<file path="config.mk">
export PLATFORM = sky130hd
export DESIGN_NAME = pipe_ctrl_top
export DESIGN_NICKNAME = d
export VERILOG_FILES = /design/src/design/brisc_pkg.sv /design/src/design/pipe_ctrl_pkg.sv /design/src/design/load_use_check.sv /design/src/design/mul_tracker.sv /design/src/design/hazard.sv /design/src/design/pipe_ctrl_top.sv
export SDC_FILE = /design/constraint.sdc
export NUM_CORES = 1
export LEC_CHECK = 0
export BUFFER_PORTS_ARGS = -buffer_cell sky130_fd_sc_hd__buf_4
export CORE_AREA = 2 2 39 41
export CTS_BUF_LIST = sky130_fd_sc_hd__clkbuf_4 sky130_fd_sc_hd__clkbuf_8
export DETAILED_ROUTE_END_ITERATION = 12
export DIE_AREA = 0 0 41 43
export PLACE_DENSITY = 0.55
export RECOVER_POWER = 50
export SLEW_MARGIN = 20
export SYNTH_ARGS = -nofsm -noshare
export SYNTH_HDL_FRONTEND = slang
export SYNTH_SLANG_ARGS = --single-unit
</file>
<file path="constraint.sdc">
create_clock -name clk -period 1 [get_ports clk]
set_input_delay 0.1 -clock clk [delete_from_list [all_inputs] [get_ports clk]]
set_output_delay 0.1 -clock clk [all_outputs]
set_load 0.005 [all_outputs]
</file>
<file path="src/design/brisc_pkg.sv">
`default_nettype none

package brisc_pkg;

  // ~~~~~~~~~~~~~~~~~~~~~~~~~~~~~~~~~~~~~~~~~~~~~~~~~~~~~~~~~~~~~~~~~~~~~~
  // register file
  // ~~~~~~~~~~~~~~~~~~~~~~~~~~~~~~~~~~~~~~~~~~~~~~~~~~~~~~~~~~~~~~~~~~~~~~

  localparam int unsigned REG_IDX_W = 5;  // 32 architectural registers.

  typedef logic [REG_IDX_W-1:0] reg_idx_t;

  // ~~~~~~~~~~~~~~~~~~~~~~~~~~~~~~~~~~~~~~~~~~~~~~~~~~~~~~~~~~~~~~~~~~~~~~
  // pipeline encodings
  // ~~~~~~~~~~~~~~~~~~~~~~~~~~~~~~~~~~~~~~~~~~~~~~~~~~~~~~~~~~~~~~~~~~~~~~

  // source of the value a stage will write back
  typedef enum logic [1:0] {
    FROM_ALU   = 2'd0,  // plain alu result.
    FROM_CACHE = 2'd1,  // load, data arrives from the dcache.
    FROM_MUL   = 2'd2,  // multiplier pipeline.
    FROM_PC    = 2'd3   // link value, pc + 4.
  } result_src_e;

  // next pc selection
  typedef enum logic {
    FROM_F = 1'b0,  // sequential fetch.
    FROM_A = 1'b1   // branch or jump resolved in the alu stage.
  } pc_src_e;

  // exception cause seen in writeback
  typedef enum logic [1:0] {
    NO_XCPT       = 2'd0,
    ILLEGAL_INSTR = 2'd1,  // decode could not map the opcode.
    LOAD_FAULT    = 2'd2,  // bad load address.
    STORE_FAULT   = 2'd3   // bad store address.
  } xcpt_e;

endpackage

`default_nettype wire

</file>
<file path="src/design/pipe_ctrl_pkg.sv">
`default_nettype none

package pipe_ctrl_pkg;

  // ~~~~~~~~~~~~~~~~~~~~~~~~~~~~~~~~~~~~~~~~~~~~~~~~~~~~~~~~~~~~~~~~~~~~~~
  // operand fields per stage
  // ~~~~~~~~~~~~~~~~~~~~~~~~~~~~~~~~~~~~~~~~~~~~~~~~~~~~~~~~~~~~~~~~~~~~~~

  // source registers read in decode
  typedef struct packed {
    brisc_pkg::reg_idx_t rs1;
    brisc_pkg::reg_idx_t rs2;
  } dec_fields_t;

  // destination and control of the instruction in the alu stage
  typedef struct packed {
    brisc_pkg::reg_idx_t    rd;
    brisc_pkg::result_src_e result_src;  // FROM_CACHE marks a load.
    brisc_pkg::pc_src_e     pc_src;
  } alu_fields_t;

  // ~~~~~~~~~~~~~~~~~~~~~~~~~~~~~~~~~~~~~~~~~~~~~~~~~~~~~~~~~~~~~~~~~~~~~~
  // per-stage control vectors
  // ~~~~~~~~~~~~~~~~~~~~~~~~~~~~~~~~~~~~~~~~~~~~~~~~~~~~~~~~~~~~~~~~~~~~~~

  // a stalled stage holds its pipeline register
  typedef struct packed {
    logic f;  // fetch.
    logic d;  // decode.
    logic a;  // alu.
    logic c;  // cache.
  } stage_stall_t;

  // a flushed stage loads a bubble
  typedef struct packed {
    logic d;
    logic a;
    logic c;
    logic wb;
  } stage_flush_t;

endpackage

`default_nettype wire

</file>
<file path="src/design/load_use_check.sv">
`timescale 1ns/1ps
`default_nettype none

// Flags a decode-stage instruction that reads the destination of a load
// which is still in the alu stage. The loaded value only exists after the
// cache stage, so decode has to wait one cycle.
module load_use_check (
  input  pipe_ctrl_pkg::dec_fields_t dec,
  input  pipe_ctrl_pkg::alu_fields_t alu,
  output logic                       load_stall
);

  logic is_load;
  logic rs1_hit;
  logic rs2_hit;

  // ~~~~~~~~~~~~~~~~~~~~~~~~~~~~~~~~~~~~~~~~~~~~~~~~~~~~~~~~~~~~~~~~~~~~~~
  // operand compare
  // ~~~~~~~~~~~~~~~~~~~~~~~~~~~~~~~~~~~~~~~~~~~~~~~~~~~~~~~~~~~~~~~~~~~~~~

  assign is_load = (alu.result_src == brisc_pkg::FROM_CACHE);  // only loads matter.

  // x0 is compared like any other index.
  assign rs1_hit = (dec.rs1 == alu.rd);
  assign rs2_hit = (dec.rs2 == alu.rd);

  // ~~~~~~~~~~~~~~~~~~~~~~~~~~~~~~~~~~~~~~~~~~~~~~~~~~~~~~~~~~~~~~~~~~~~~~
  // result
  // ~~~~~~~~~~~~~~~~~~~~~~~~~~~~~~~~~~~~~~~~~~~~~~~~~~~~~~~~~~~~~~~~~~~~~~

  always_comb begin
    load_stall = 1'b0;
    if (is_load) begin
      load_stall = rs1_hit | rs2_hit;  // either operand is enough.
    end
  end

endmodule

`default_nettype wire

</file>
<file path="src/design/mul_tracker.sv">
`timescale 1ns/1ps
`default_nettype none

// Keeps one valid bit per multiplier pipeline stage. A multiply enters at
// bit 0 on the edge that samples mul_issue, moves up one bit per edge and
// drops out after MUL_DELAY edges. The multiplier cannot be stalled, so the
// bits move on every edge.
module mul_tracker #(
  parameter int unsigned MUL_DELAY = 3
) (
  input  logic clk,
  input  logic rst_n,
  input  logic mul_issue,
  output logic mul_busy
);

  // ~~~~~~~~~~~~~~~~~~~~~~~~~~~~~~~~~~~~~~~~~~~~~~~~~~~~~~~~~~~~~~~~~~~~~~
  // valid shift register
  // ~~~~~~~~~~~~~~~~~~~~~~~~~~~~~~~~~~~~~~~~~~~~~~~~~~~~~~~~~~~~~~~~~~~~~~

  logic [MUL_DELAY-1:0] valid_q;
  logic [MUL_DELAY-1:0] valid_d;
  logic [MUL_DELAY-1:0] issue_bit;

  assign issue_bit = MUL_DELAY'(mul_issue);  // new multiply lands in bit 0.

  always_comb begin
    valid_d = valid_q << 1;  // top bit leaves the pipeline.
    valid_d = valid_d | issue_bit;
  end

  always_ff @(posedge clk) begin
    if (!rst_n) begin
      valid_q <= '0;
    end else begin
      valid_q <= valid_d;
    end
  end

  // ~~~~~~~~~~~~~~~~~~~~~~~~~~~~~~~~~~~~~~~~~~~~~~~~~~~~~~~~~~~~~~~~~~~~~~
  // occupancy
  // ~~~~~~~~~~~~~~~~~~~~~~~~~~~~~~~~~~~~~~~~~~~~~~~~~~~~~~~~~~~~~~~~~~~~~~

  // busy while any stage still holds a multiply. One isolated issue gives
  // exactly MUL_DELAY busy cycles.
  assign mul_busy = |valid_q;

endmodule

`default_nettype wire

</file>
<file path="src/design/hazard.sv">
`timescale 1ns/1ps
`default_nettype none

// Turns the hazard sources into per-stage stall and flush levels. Stalls
// hold the stages up to the blocking one, flushes insert bubbles behind a
// stage that cannot advance or behind a redirect.
module hazard (
  input  logic                        load_stall,
  input  logic                        mul_busy,
  input  logic                        icache_ready,
  input  logic                        dcache_ready,
  input  logic                        pred_wrong,
  input  brisc_pkg::pc_src_e          alu_pc_src,
  input  brisc_pkg::xcpt_e            xcpt,
  output pipe_ctrl_pkg::stage_stall_t stall,
  output pipe_ctrl_pkg::stage_flush_t flush
);

  logic icache_miss;
  logic dcache_miss;
  logic taken;
  logic excp;
  logic redirect;

  // ~~~~~~~~~~~~~~~~~~~~~~~~~~~~~~~~~~~~~~~~~~~~~~~~~~~~~~~~~~~~~~~~~~~~~~
  // decoded conditions
  // ~~~~~~~~~~~~~~~~~~~~~~~~~~~~~~~~~~~~~~~~~~~~~~~~~~~~~~~~~~~~~~~~~~~~~~

  assign icache_miss = ~icache_ready;
  assign dcache_miss = ~dcache_ready;
  assign taken       = (alu_pc_src == brisc_pkg::FROM_A);  // resolved in alu.
  assign excp        = (xcpt != brisc_pkg::NO_XCPT);

  // a wrong prediction or a trap drops the front end no matter the caches.
  assign redirect = pred_wrong | excp;

  // ~~~~~~~~~~~~~~~~~~~~~~~~~~~~~~~~~~~~~~~~~~~~~~~~~~~~~~~~~~~~~~~~~~~~~~
  // stalls
  // ~~~~~~~~~~~~~~~~~~~~~~~~~~~~~~~~~~~~~~~~~~~~~~~~~~~~~~~~~~~~~~~~~~~~~~

  always_comb begin
    stall = '0;

    // fetch waits on everything downstream and on its own cache.
    stall.f = load_stall | icache_miss | dcache_miss | mul_busy;

    stall.d = load_stall | dcache_miss | mul_busy;  // load-use holds decode.
    stall.a = dcache_miss | mul_busy;
    stall.c = dcache_miss;  // cache stage waits for its data.
  end

  // ~~~~~~~~~~~~~~~~~~~~~~~~~~~~~~~~~~~~~~~~~~~~~~~~~~~~~~~~~~~~~~~~~~~~~~
  // flushes
  // ~~~~~~~~~~~~~~~~~~~~~~~~~~~~~~~~~~~~~~~~~~~~~~~~~~~~~~~~~~~~~~~~~~~~~~

  always_comb begin
    flush = '0;

    // a dcache miss freezes the pipe, so taken and load bubbles wait.
    flush.d = ((taken | icache_miss) & dcache_ready) | redirect;
    flush.a = ((taken | load_stall) & dcache_ready) | redirect;

    flush.c  = mul_busy | excp;     // bubble behind the busy multiplier.
    flush.wb = dcache_miss | excp;  // nothing retires during a miss.
  end

endmodule

`default_nettype wire

</file>
<file path="src/design/pipe_ctrl_top.sv">
`timescale 1ns/1ps
`default_nettype none

// Hazard control of the five-stage core. Load-use detection and multiply
// tracking run side by side and feed the resolver, which also sees the
// cache levels, the redirect and the writeback exception.
module pipe_ctrl_top #(
  parameter int unsigned MUL_DELAY = 3
) (
  input  logic                        clk,
  input  logic                        rst_n,
  input  pipe_ctrl_pkg::dec_fields_t  dec,
  input  pipe_ctrl_pkg::alu_fields_t  alu,
  input  logic                        mul_issue,
  input  logic                        icache_ready,
  input  logic                        dcache_ready,
  input  logic                        pred_wrong,
  input  brisc_pkg::xcpt_e            xcpt,
  output pipe_ctrl_pkg::stage_stall_t stall,
  output pipe_ctrl_pkg::stage_flush_t flush
);

  logic load_stall;
  logic mul_busy;

  // ~~~~~~~~~~~~~~~~~~~~~~~~~~~~~~~~~~~~~~~~~~~~~~~~~~~~~~~~~~~~~~~~~~~~~~
  // hazard sources
  // ~~~~~~~~~~~~~~~~~~~~~~~~~~~~~~~~~~~~~~~~~~~~~~~~~~~~~~~~~~~~~~~~~~~~~~

  load_use_check i_load_use (
    .dec        (dec),
    .alu        (alu),
    .load_stall (load_stall)
  );

  mul_tracker #(
    .MUL_DELAY (MUL_DELAY)
  ) i_mul_tracker (
    .clk       (clk),
    .rst_n     (rst_n),
    .mul_issue (mul_issue),
    .mul_busy  (mul_busy)  // registered, lags mul_issue by one edge.
  );

  // ~~~~~~~~~~~~~~~~~~~~~~~~~~~~~~~~~~~~~~~~~~~~~~~~~~~~~~~~~~~~~~~~~~~~~~
  // resolution
  // ~~~~~~~~~~~~~~~~~~~~~~~~~~~~~~~~~~~~~~~~~~~~~~~~~~~~~~~~~~~~~~~~~~~~~~

  hazard i_hazard (
    .load_stall   (load_stall),
    .mul_busy     (mul_busy),
    .icache_ready (icache_ready),
    .dcache_ready (dcache_ready),
    .pred_wrong   (pred_wrong),
    .alu_pc_src   (alu.pc_src),
    .xcpt         (xcpt),
    .stall        (stall),
    .flush        (flush)
  );

endmodule

`default_nettype wire

</file>
== Yosys cells after proc, flatten, opt, wreduce, memory -nomap -nowiden ==
Cells that the tools add are included.

* Eq/ne operators: 3
* Muxes and demuxes: 1
* Bitwise logic cells: 19
* Reductions and logical operators: 2

{| class="wikitable"
|+ Operators with widths
! kind !! count
|-
| bitwise OR 1 bit || 14
|-
| == test 5 bit || 2
|-
| bitwise OR 3 x 1 -> 3 bit || 1
|-
| OR reduction 3 bit || 1
|-
| AND 1 bit || 2
|-
| == test 2 x 1 -> 1 bit (second input constant) || 1
|-
| inverter 1 bit || 2
|-
| nonzero test 2 bit || 1
|-
| two-way mux 1 bit || 1
|}

* Flip-flop bits (word level): 3
* Input port bits: 26

== Logic depth before layout (Yosys ltp) ==
Gate-level depths: netlist of run 1.

* Depth in word-level cells: 6
* Depth in mapped cells: 4
* Gate-level depth less buffers: 4

== Cells and area by module ==
Synthesis of run 1 repeated with hierarchy kept, for this count alone.

* Cells, all modules: 35
* Area, all modules: 276.5 um^2

{| class="wikitable"
|+ By module, submodules not included
! module !! instances !! cells each !! area each (um^2) !! seq. area each (um^2)
|-
| load_use_check || 1 || 16 || 120.1 || 0.0
|-
| mul_tracker || 1 || 7 || 86.3 || 60.1
|-
| hazard || 1 || 12 || 70.1 || 0.0
|}

== Worst setup path after synthesis of run 1 ==
Ideal clock, no wire load.

* Path kind: input to output
* Start: input port alu[4] (netlist name)
* End: output port flush[2] (netlist name)
* Arrival: 800 ps
* Required time: 900 ps
* Setup slack: 100 ps
* Stages: 4
* Buffers on the path: 0
* Cells stage by stage: xor2_1 > nor4_2 > a221oi_1 > o21ai_2

{| class="wikitable"
|+ RTL lines
! element !! line !! source
|-
| from (decl) || pipe_ctrl_top.sv:13 || <nowiki>input pipe_ctrl_pkg::alu_fields_t alu,</nowiki>
|-
| to (decl) || pipe_ctrl_top.sv:20 || <nowiki>output pipe_ctrl_pkg::stage_flush_t flush</nowiki>
|}

==> results.cfg, run 1 <==
[outcome]
outcome = complete, but fails checks
failing_checks = setup timing

[drt]
detail_route.wl_per_cell_microns = 9.31
route.vias.total = 372
drt-initial-drc-count = 1
viasPerCell = 4.18
drt_pre_antenna_iters = 2
antenna_violating_nets_post_route = 0
drc_errors = 0
detail_route.wirelength_microns = 829

[cts]
cts_setup_buffers = 0
cts.root.buffer_cell = clkbuf_4
worst_setup_hold_path_clk_slew_ps = 40
count_of_h_tree_levels_built_during_cts = 1
clock_latency_of_the_later_clocked_register_in_the_worst_skew_pair_ps = 230
cts_made_buffers = 3
clock-sinks = 3
cts.path.max_buffers = 2
cts_tree = done

[synth]
postSynth.asyncResetShare = 0
synth-seq-cells = 3
post_synth.cell_area_avg_sq_um = 8.03
sequential_cell_area_fraction_in_the_yosys_report = 0.208
synth-main-ff-cell = dfxtp_1
synth_edf_count = 0
yosysUniqueCellTypes = 17
top_count_cell_post_synth = xor2_1
synthesis.yosys.warnings = 0
syn_area_sq_um = 289
biggest_area_consumer_among_synthesized_cells = xor2_1
postSynthNetCount = 62
yosys-top-cells-count = xor2_1, and2_1, dfxtp_1, nand2_1, nor2_1
synth_top_area_share = 0.303
synth.top_cells.by_area = xor2_1, dfxtp_1, nor4_2
synthCells = 36

[power]
seq_power_share = 0.216
pwr_density_cell_nw_per_um2 = 880
p_clk_frac = 0.394
power.switching_uw = 153
power.combinational.fraction = 0.389
swShare = 0.259
cellLeakagePower_uw = 0.000305
p_int_uw = 439
vdd_drop_max_mv = 0.939

[finish]
multiInputGateArea_sq_um = 282
area.growth.synth_to_final_pct = 133
number_of_flip_flops_under_the_largest_register_name = 3
final_nets = 100
final_layout_size_suffix_gt1_frac = 0.658
fill_cells = 138
insertedDiodeCount = 0
max_flop_register = i_mul_tracker.valid_q
largest_registers = i_mul_tracker.valid_q x3
ff_latch_area_sq_um = 60.1
utilization = 0.486

[setup_path]
startpoint_type = input pin
crit_path_end_kind = output port
worst_ep_arrival_time_ps = 1060
worst-path-max-fanout = 2
reg2reg_from = i_mul_tracker.valid_q[0]$_SDFF_PN0_
worstReg2RegEnd = i_mul_tracker.valid_q[1]$_SDFF_PN0_
worstSetupPathType = in -> out
reg2reg_setup_slack_ps = 450
rr_worst_depth = 1
cp_data_required_time_ps = 900

[worst_hold_path]
holdPathEnd = i_mul_tracker.valid_q[0]$_SDFF_PN0_
hold_class = in -> reg
holdPathStages = 2
worstHoldStart = mul_issue

[timing]
final_hold_viol_count = 0
fin_crit_sh = 1.16
fmax_mhz = 861
min_period_ps = 1160
worst_slew_pin_slew_ps = 283
final_number_of_setup_violating_endpoints = 5
hold_ws_ps = 80.5
rsz0062_at_grt = true
timing.final.max_slew_violations = 0
relSlewSlack = 0.810
worst_clock_skew_ps = 1.87
fin_ws_ps = -162

[die]
width_of_the_chip_microns = 41
die_y_microns = 43
fp-row-count = 14
dieArea_sq_um = 1760
ios = 34
initial_utilization = 0.209
core_area_sq_um = 1380

[grt]
wire_length_of_the_first_global_routing_pass_microns = 1460
initial_antenna_violation_count = 0
track_usage = 0.123
grt_pass1_vias = 393
grt_remaining_overflow = 0
grt_start_max_net_pins = 6

[placed_design]
port_buffers = 33
dpl_worst_slack_ps = -198
routability_driven_placement_congestion_ratio = 0.592

[run]
max-cap-violations = 0
## timing repair
item	CTS	global route
setup endpoints to repair	5	5
hold buffers	0	0
resized for setup	10	6
pin swaps	9	4
## power by group through the flow
stage                     Combinational [uW]  Clock [uW]  Sequential [uW]
after floorplan                         69.2           0              128
after global placement                   190           0              129
after detailed placement                 192           0              129
after CTS                                211         242              128
after global routing                     253         247              129
final                                    231         233              128
## cell families after synthesis
logic type / after synthesis / share of synthesized area
and+or+nand+nor: 17 / 0.346
xor gates and xnor gates: 10 / 0.303
AOI/OAI and AO/OA: 4 / 0.104
DFF: 3 / 0.208
buffers and inverters: 2 / 0.0390
## how the worst max path moves through the flow
stage | start | to | cells after the start
6_report | alu[5] | flush[2] | 6
5_1_grt | i_mul_tracker.valid_q[2]$_SDFF_PN0_ | stall[3] | 4
2_1_floorplan | alu[4] | flush[2] | 4
3_3_place_gp | alu[4] | flush[2] | 6
4_1_cts | dec[9] | stall[3] | 6
3_5_place_dp | alu[4] | flush[2] | 6
## per-stage QoR
| stage | area, sq um | power [uW] | cells | setup TNS (ps) |
|---|---|---|---|---|
| 4_1_cts | 637 | 581 | 89 | -739 |
| 6_report | 673 | 592 | 89 | -612 |
| 2_1_floorplan | 289 | 198 | 36 | 0 |
| 3_5_place_dp | 557 | 321 | 85 | -554 |
| 5_1_grt | 673 | 628 | 89 | -1060 |
| 3_3_place_gp | 557 | 319 | 85 | -586 |
## critical path: stages
cell and delay [ps]:
buf_4 130, xor2_2 150, nor4_4 330, a221oi_2 110, o21ai_2 120, buf_4 120
## layout by cell type (no fill, tap or decap)
master / n
clkbuf_4: 4
buf_4: 28
nand3_1: 1
xor2_1: 6
and2_0: 2
nand2_1: 3
and2_1: 1
xor2_2: 4
nand4_1: 1
nand2b_1: 1
nor2_1: 3
nor3_2: 1
nor4_4: 2
o21ai_2: 1
nor2b_1: 1
a221oi_2: 1
dfxtp_1: 3
buf_6: 6
o21ai_1: 1
inv_1: 1
nor3_1: 1
a22oi_2: 1
## area by class of cell
cell class	instances	area share
clock buffers	4	0.0446
inverters	1	0.00558
multi-input cells	31	0.418
well taps	16	0.0297
repair buffers	34	0.413
flip-flops and latches	3	0.0892
## routing by layer
| layer | wire length, microns | global-route usage |
|---|---|---|
| met5 | 0 | 0 |
| met4 | 0 | 0.0800 |
| met3 | 94 | 0.0314 |
| met2 | 454 | 0.197 |
| met1 | 280 | 0.133 |
Note: power is estimated with default switching activity, not from simulation.
==> run 2, diff against run 1 <==
- HOLD_SLACK_MARGIN: unset -> 0.15
==> results.cfg, run 2 (synthesized netlist as in run 1, its figures left out) <==
[power]
power.combinational.fraction = 0.390
swShare = 0.260
p_int_uw = 440
cellLeakagePower_uw = 0.000306
power.switching_uw = 155
pwr_density_cell_nw_per_um2 = 877
vdd_drop_max_mv = 0.942
seq_power_share = 0.216
p_clk_frac = 0.394

[timing]
rsz0062_at_grt = true
final_hold_viol_count = 0
fin_crit_sh = 1.15
final_number_of_setup_violating_endpoints = 5
timing.final.max_slew_violations = 0
relSlewSlack = 0.810
worst_clock_skew_ps = 0.496
fmax_mhz = 867
min_period_ps = 1150
setup_total_negative_slack_ps = -613
hold_ws_ps = 465
fin_ws_ps = -153
worst_slew_pin_slew_ps = 283

[die]
core_area_sq_um = 1380
fp-row-count = 14
die_y_microns = 43
width_of_the_chip_microns = 41
ios = 34
initial_utilization = 0.209
dieArea_sq_um = 1760

[placed_design]
port_buffers = 33
numPlacedInstances = 85
routability_driven_placement_congestion_ratio = 0.592
dpl-instance-area_sq_um = 557

[setup_path]
reg2reg_from = i_mul_tracker.valid_q[0]$_SDFF_PN0_
rr_worst_depth = 1
crit_path_end_kind = output port
startpoint_type = flip-flop
worstSetupPathType = reg -> out
cp_data_required_time_ps = 900
worst-path-max-fanout = 4
worst_ep_arrival_time_ps = 1050
reg2reg_setup_slack_ps = 450
worstReg2RegEnd = i_mul_tracker.valid_q[1]$_SDFF_PN0_

[drt]
detail_route.wl_per_cell_microns = 9.19
drt_pre_antenna_iters = 1
viasPerCell = 4.15
drc_errors = 0
antenna_violating_nets_post_route = 0
route.vias.total = 378
drt-initial-drc-count = 0
detail_route.wirelength_microns = 836

[cts]
count_of_h_tree_levels_built_during_cts = 1
clock_latency_of_the_later_clocked_register_in_the_worst_skew_pair_ps = 230
cts.path.max_buffers = 2
clock-sinks = 3
cts_tree = done
worst_setup_hold_path_clk_slew_ps = 40
cts.root.buffer_cell = clkbuf_4
cts_made_buffers = 3

[finish]
largest_registers = i_mul_tracker.valid_q x3
insertedDiodeCount = 0
most_common_cell_after_layout_fill_and_taps_aside = buf_4
utilization = 0.490
final-instance-count-excl-fill = 91
final_layout_size_suffix_gt1_frac = 0.600
number_of_flip_flops_under_the_largest_register_name = 3
area.growth.synth_to_final_pct = 135
max_flop_register = i_mul_tracker.valid_q
most_frequent_cells_in_the_layout = buf_4, xor2_1, clkbuf_4, buf_6
final_nets = 102
final_area_sq_um = 678

[grt]
wire_length_of_the_first_global_routing_pass_microns = 1480
grt_start_max_net_pins = 6
grt_pass1_vias = 405
grt_remaining_overflow = 0
track_usage = 0.125
met3_usage = 0.0314
grt_busiest_layer = met2
gr-usage-met2 = 0.203
initial_antenna_violation_count = 0
gr-usage-met1 = 0.133

[worst_hold_path]
hold_class = reg -> reg
holdPathStages = 1
worstHoldStart = i_mul_tracker.valid_q[0]$_SDFF_PN0_
holdPathEnd = i_mul_tracker.valid_q[1]$_SDFF_PN0_

[outcome]
failing_checks = setup timing
outcome = complete, but fails checks

[run]
max-cap-violations = 0
[run 2: cell type report]
type / instances / area [sq um]
Sequential cell: 3 / 61.3
Multi-Input combinational cell: 31 / 280
Clock buffer: 4 / 30.0
Timing Repair Buffer: 36 / 283
Fill cell: 134 / 706
Tap cell: 16 / 20.0
Inverter: 1 / 3.75
[run 2: per-layer routing]
metal,vias to the layer above,routed length [microns]
li1,197,-
met1,163,289
met2,18,452
met3,0,94
met4,0,0
met5,-,0
[run 2: power by group through the flow]
stage | clock network, uW | registers (uW) | logic, uW
final | 235 | 128 | 232
after global routing | 252 | 129 | 254
after CTS | 242 | 128 | 217
after detailed placement | 0 | 129 | 192
after global placement | 0 | 129 | 190
after floorplan | 0 | 128 | 69.2
[run 2: how the worst max path moves through the flow]
| stage | from | to | slack (ps) | cells after the start |
|---|---|---|---|---|
| after CTS | dec[9] | stall[3] | -190 | 6 |
| after global routing | i_mul_tracker.valid_q[2]$_SDFF_PN0_ | stall[3] | -260 | 4 |
| after floorplan | alu[4] | flush[2] | 100 | 4 |
| final | i_mul_tracker.valid_q[2]$_SDFF_PN0_ | stall[3] | -150 | 4 |
| after detailed placement | alu[4] | flush[2] | -200 | 6 |
| after global placement | alu[4] | flush[2] | -200 | 6 |
[run 2: per-stage QoR]
stage,setup WS (ps),total power [uW]
after floorplan,100,198
after global placement,-204,319
after detailed placement,-198,321
after CTS,-192,587
after global routing,-261,635
final,-153,595
[run 2: timing repair]
| item | CTS | global route |
|---|---|---|
| endpoints found under the setup margin | 5 | 5 |
| cloned | 0 | 0 |
| setup buffers | 0 | 0 |
| hold buffers | 2 | 0 |
| endpoints found under the hold margin | 3 | 0 |
| resized for setup | 10 | 3 |
| pin swaps | 9 | 0 |
[run 2: worst max-delay path, cell delays in order (launching register included)]
cell and delay [ps]:
dfxtp_1 300, nor3_2 150, buf_4 140, nand4_1 90
buf_4 150
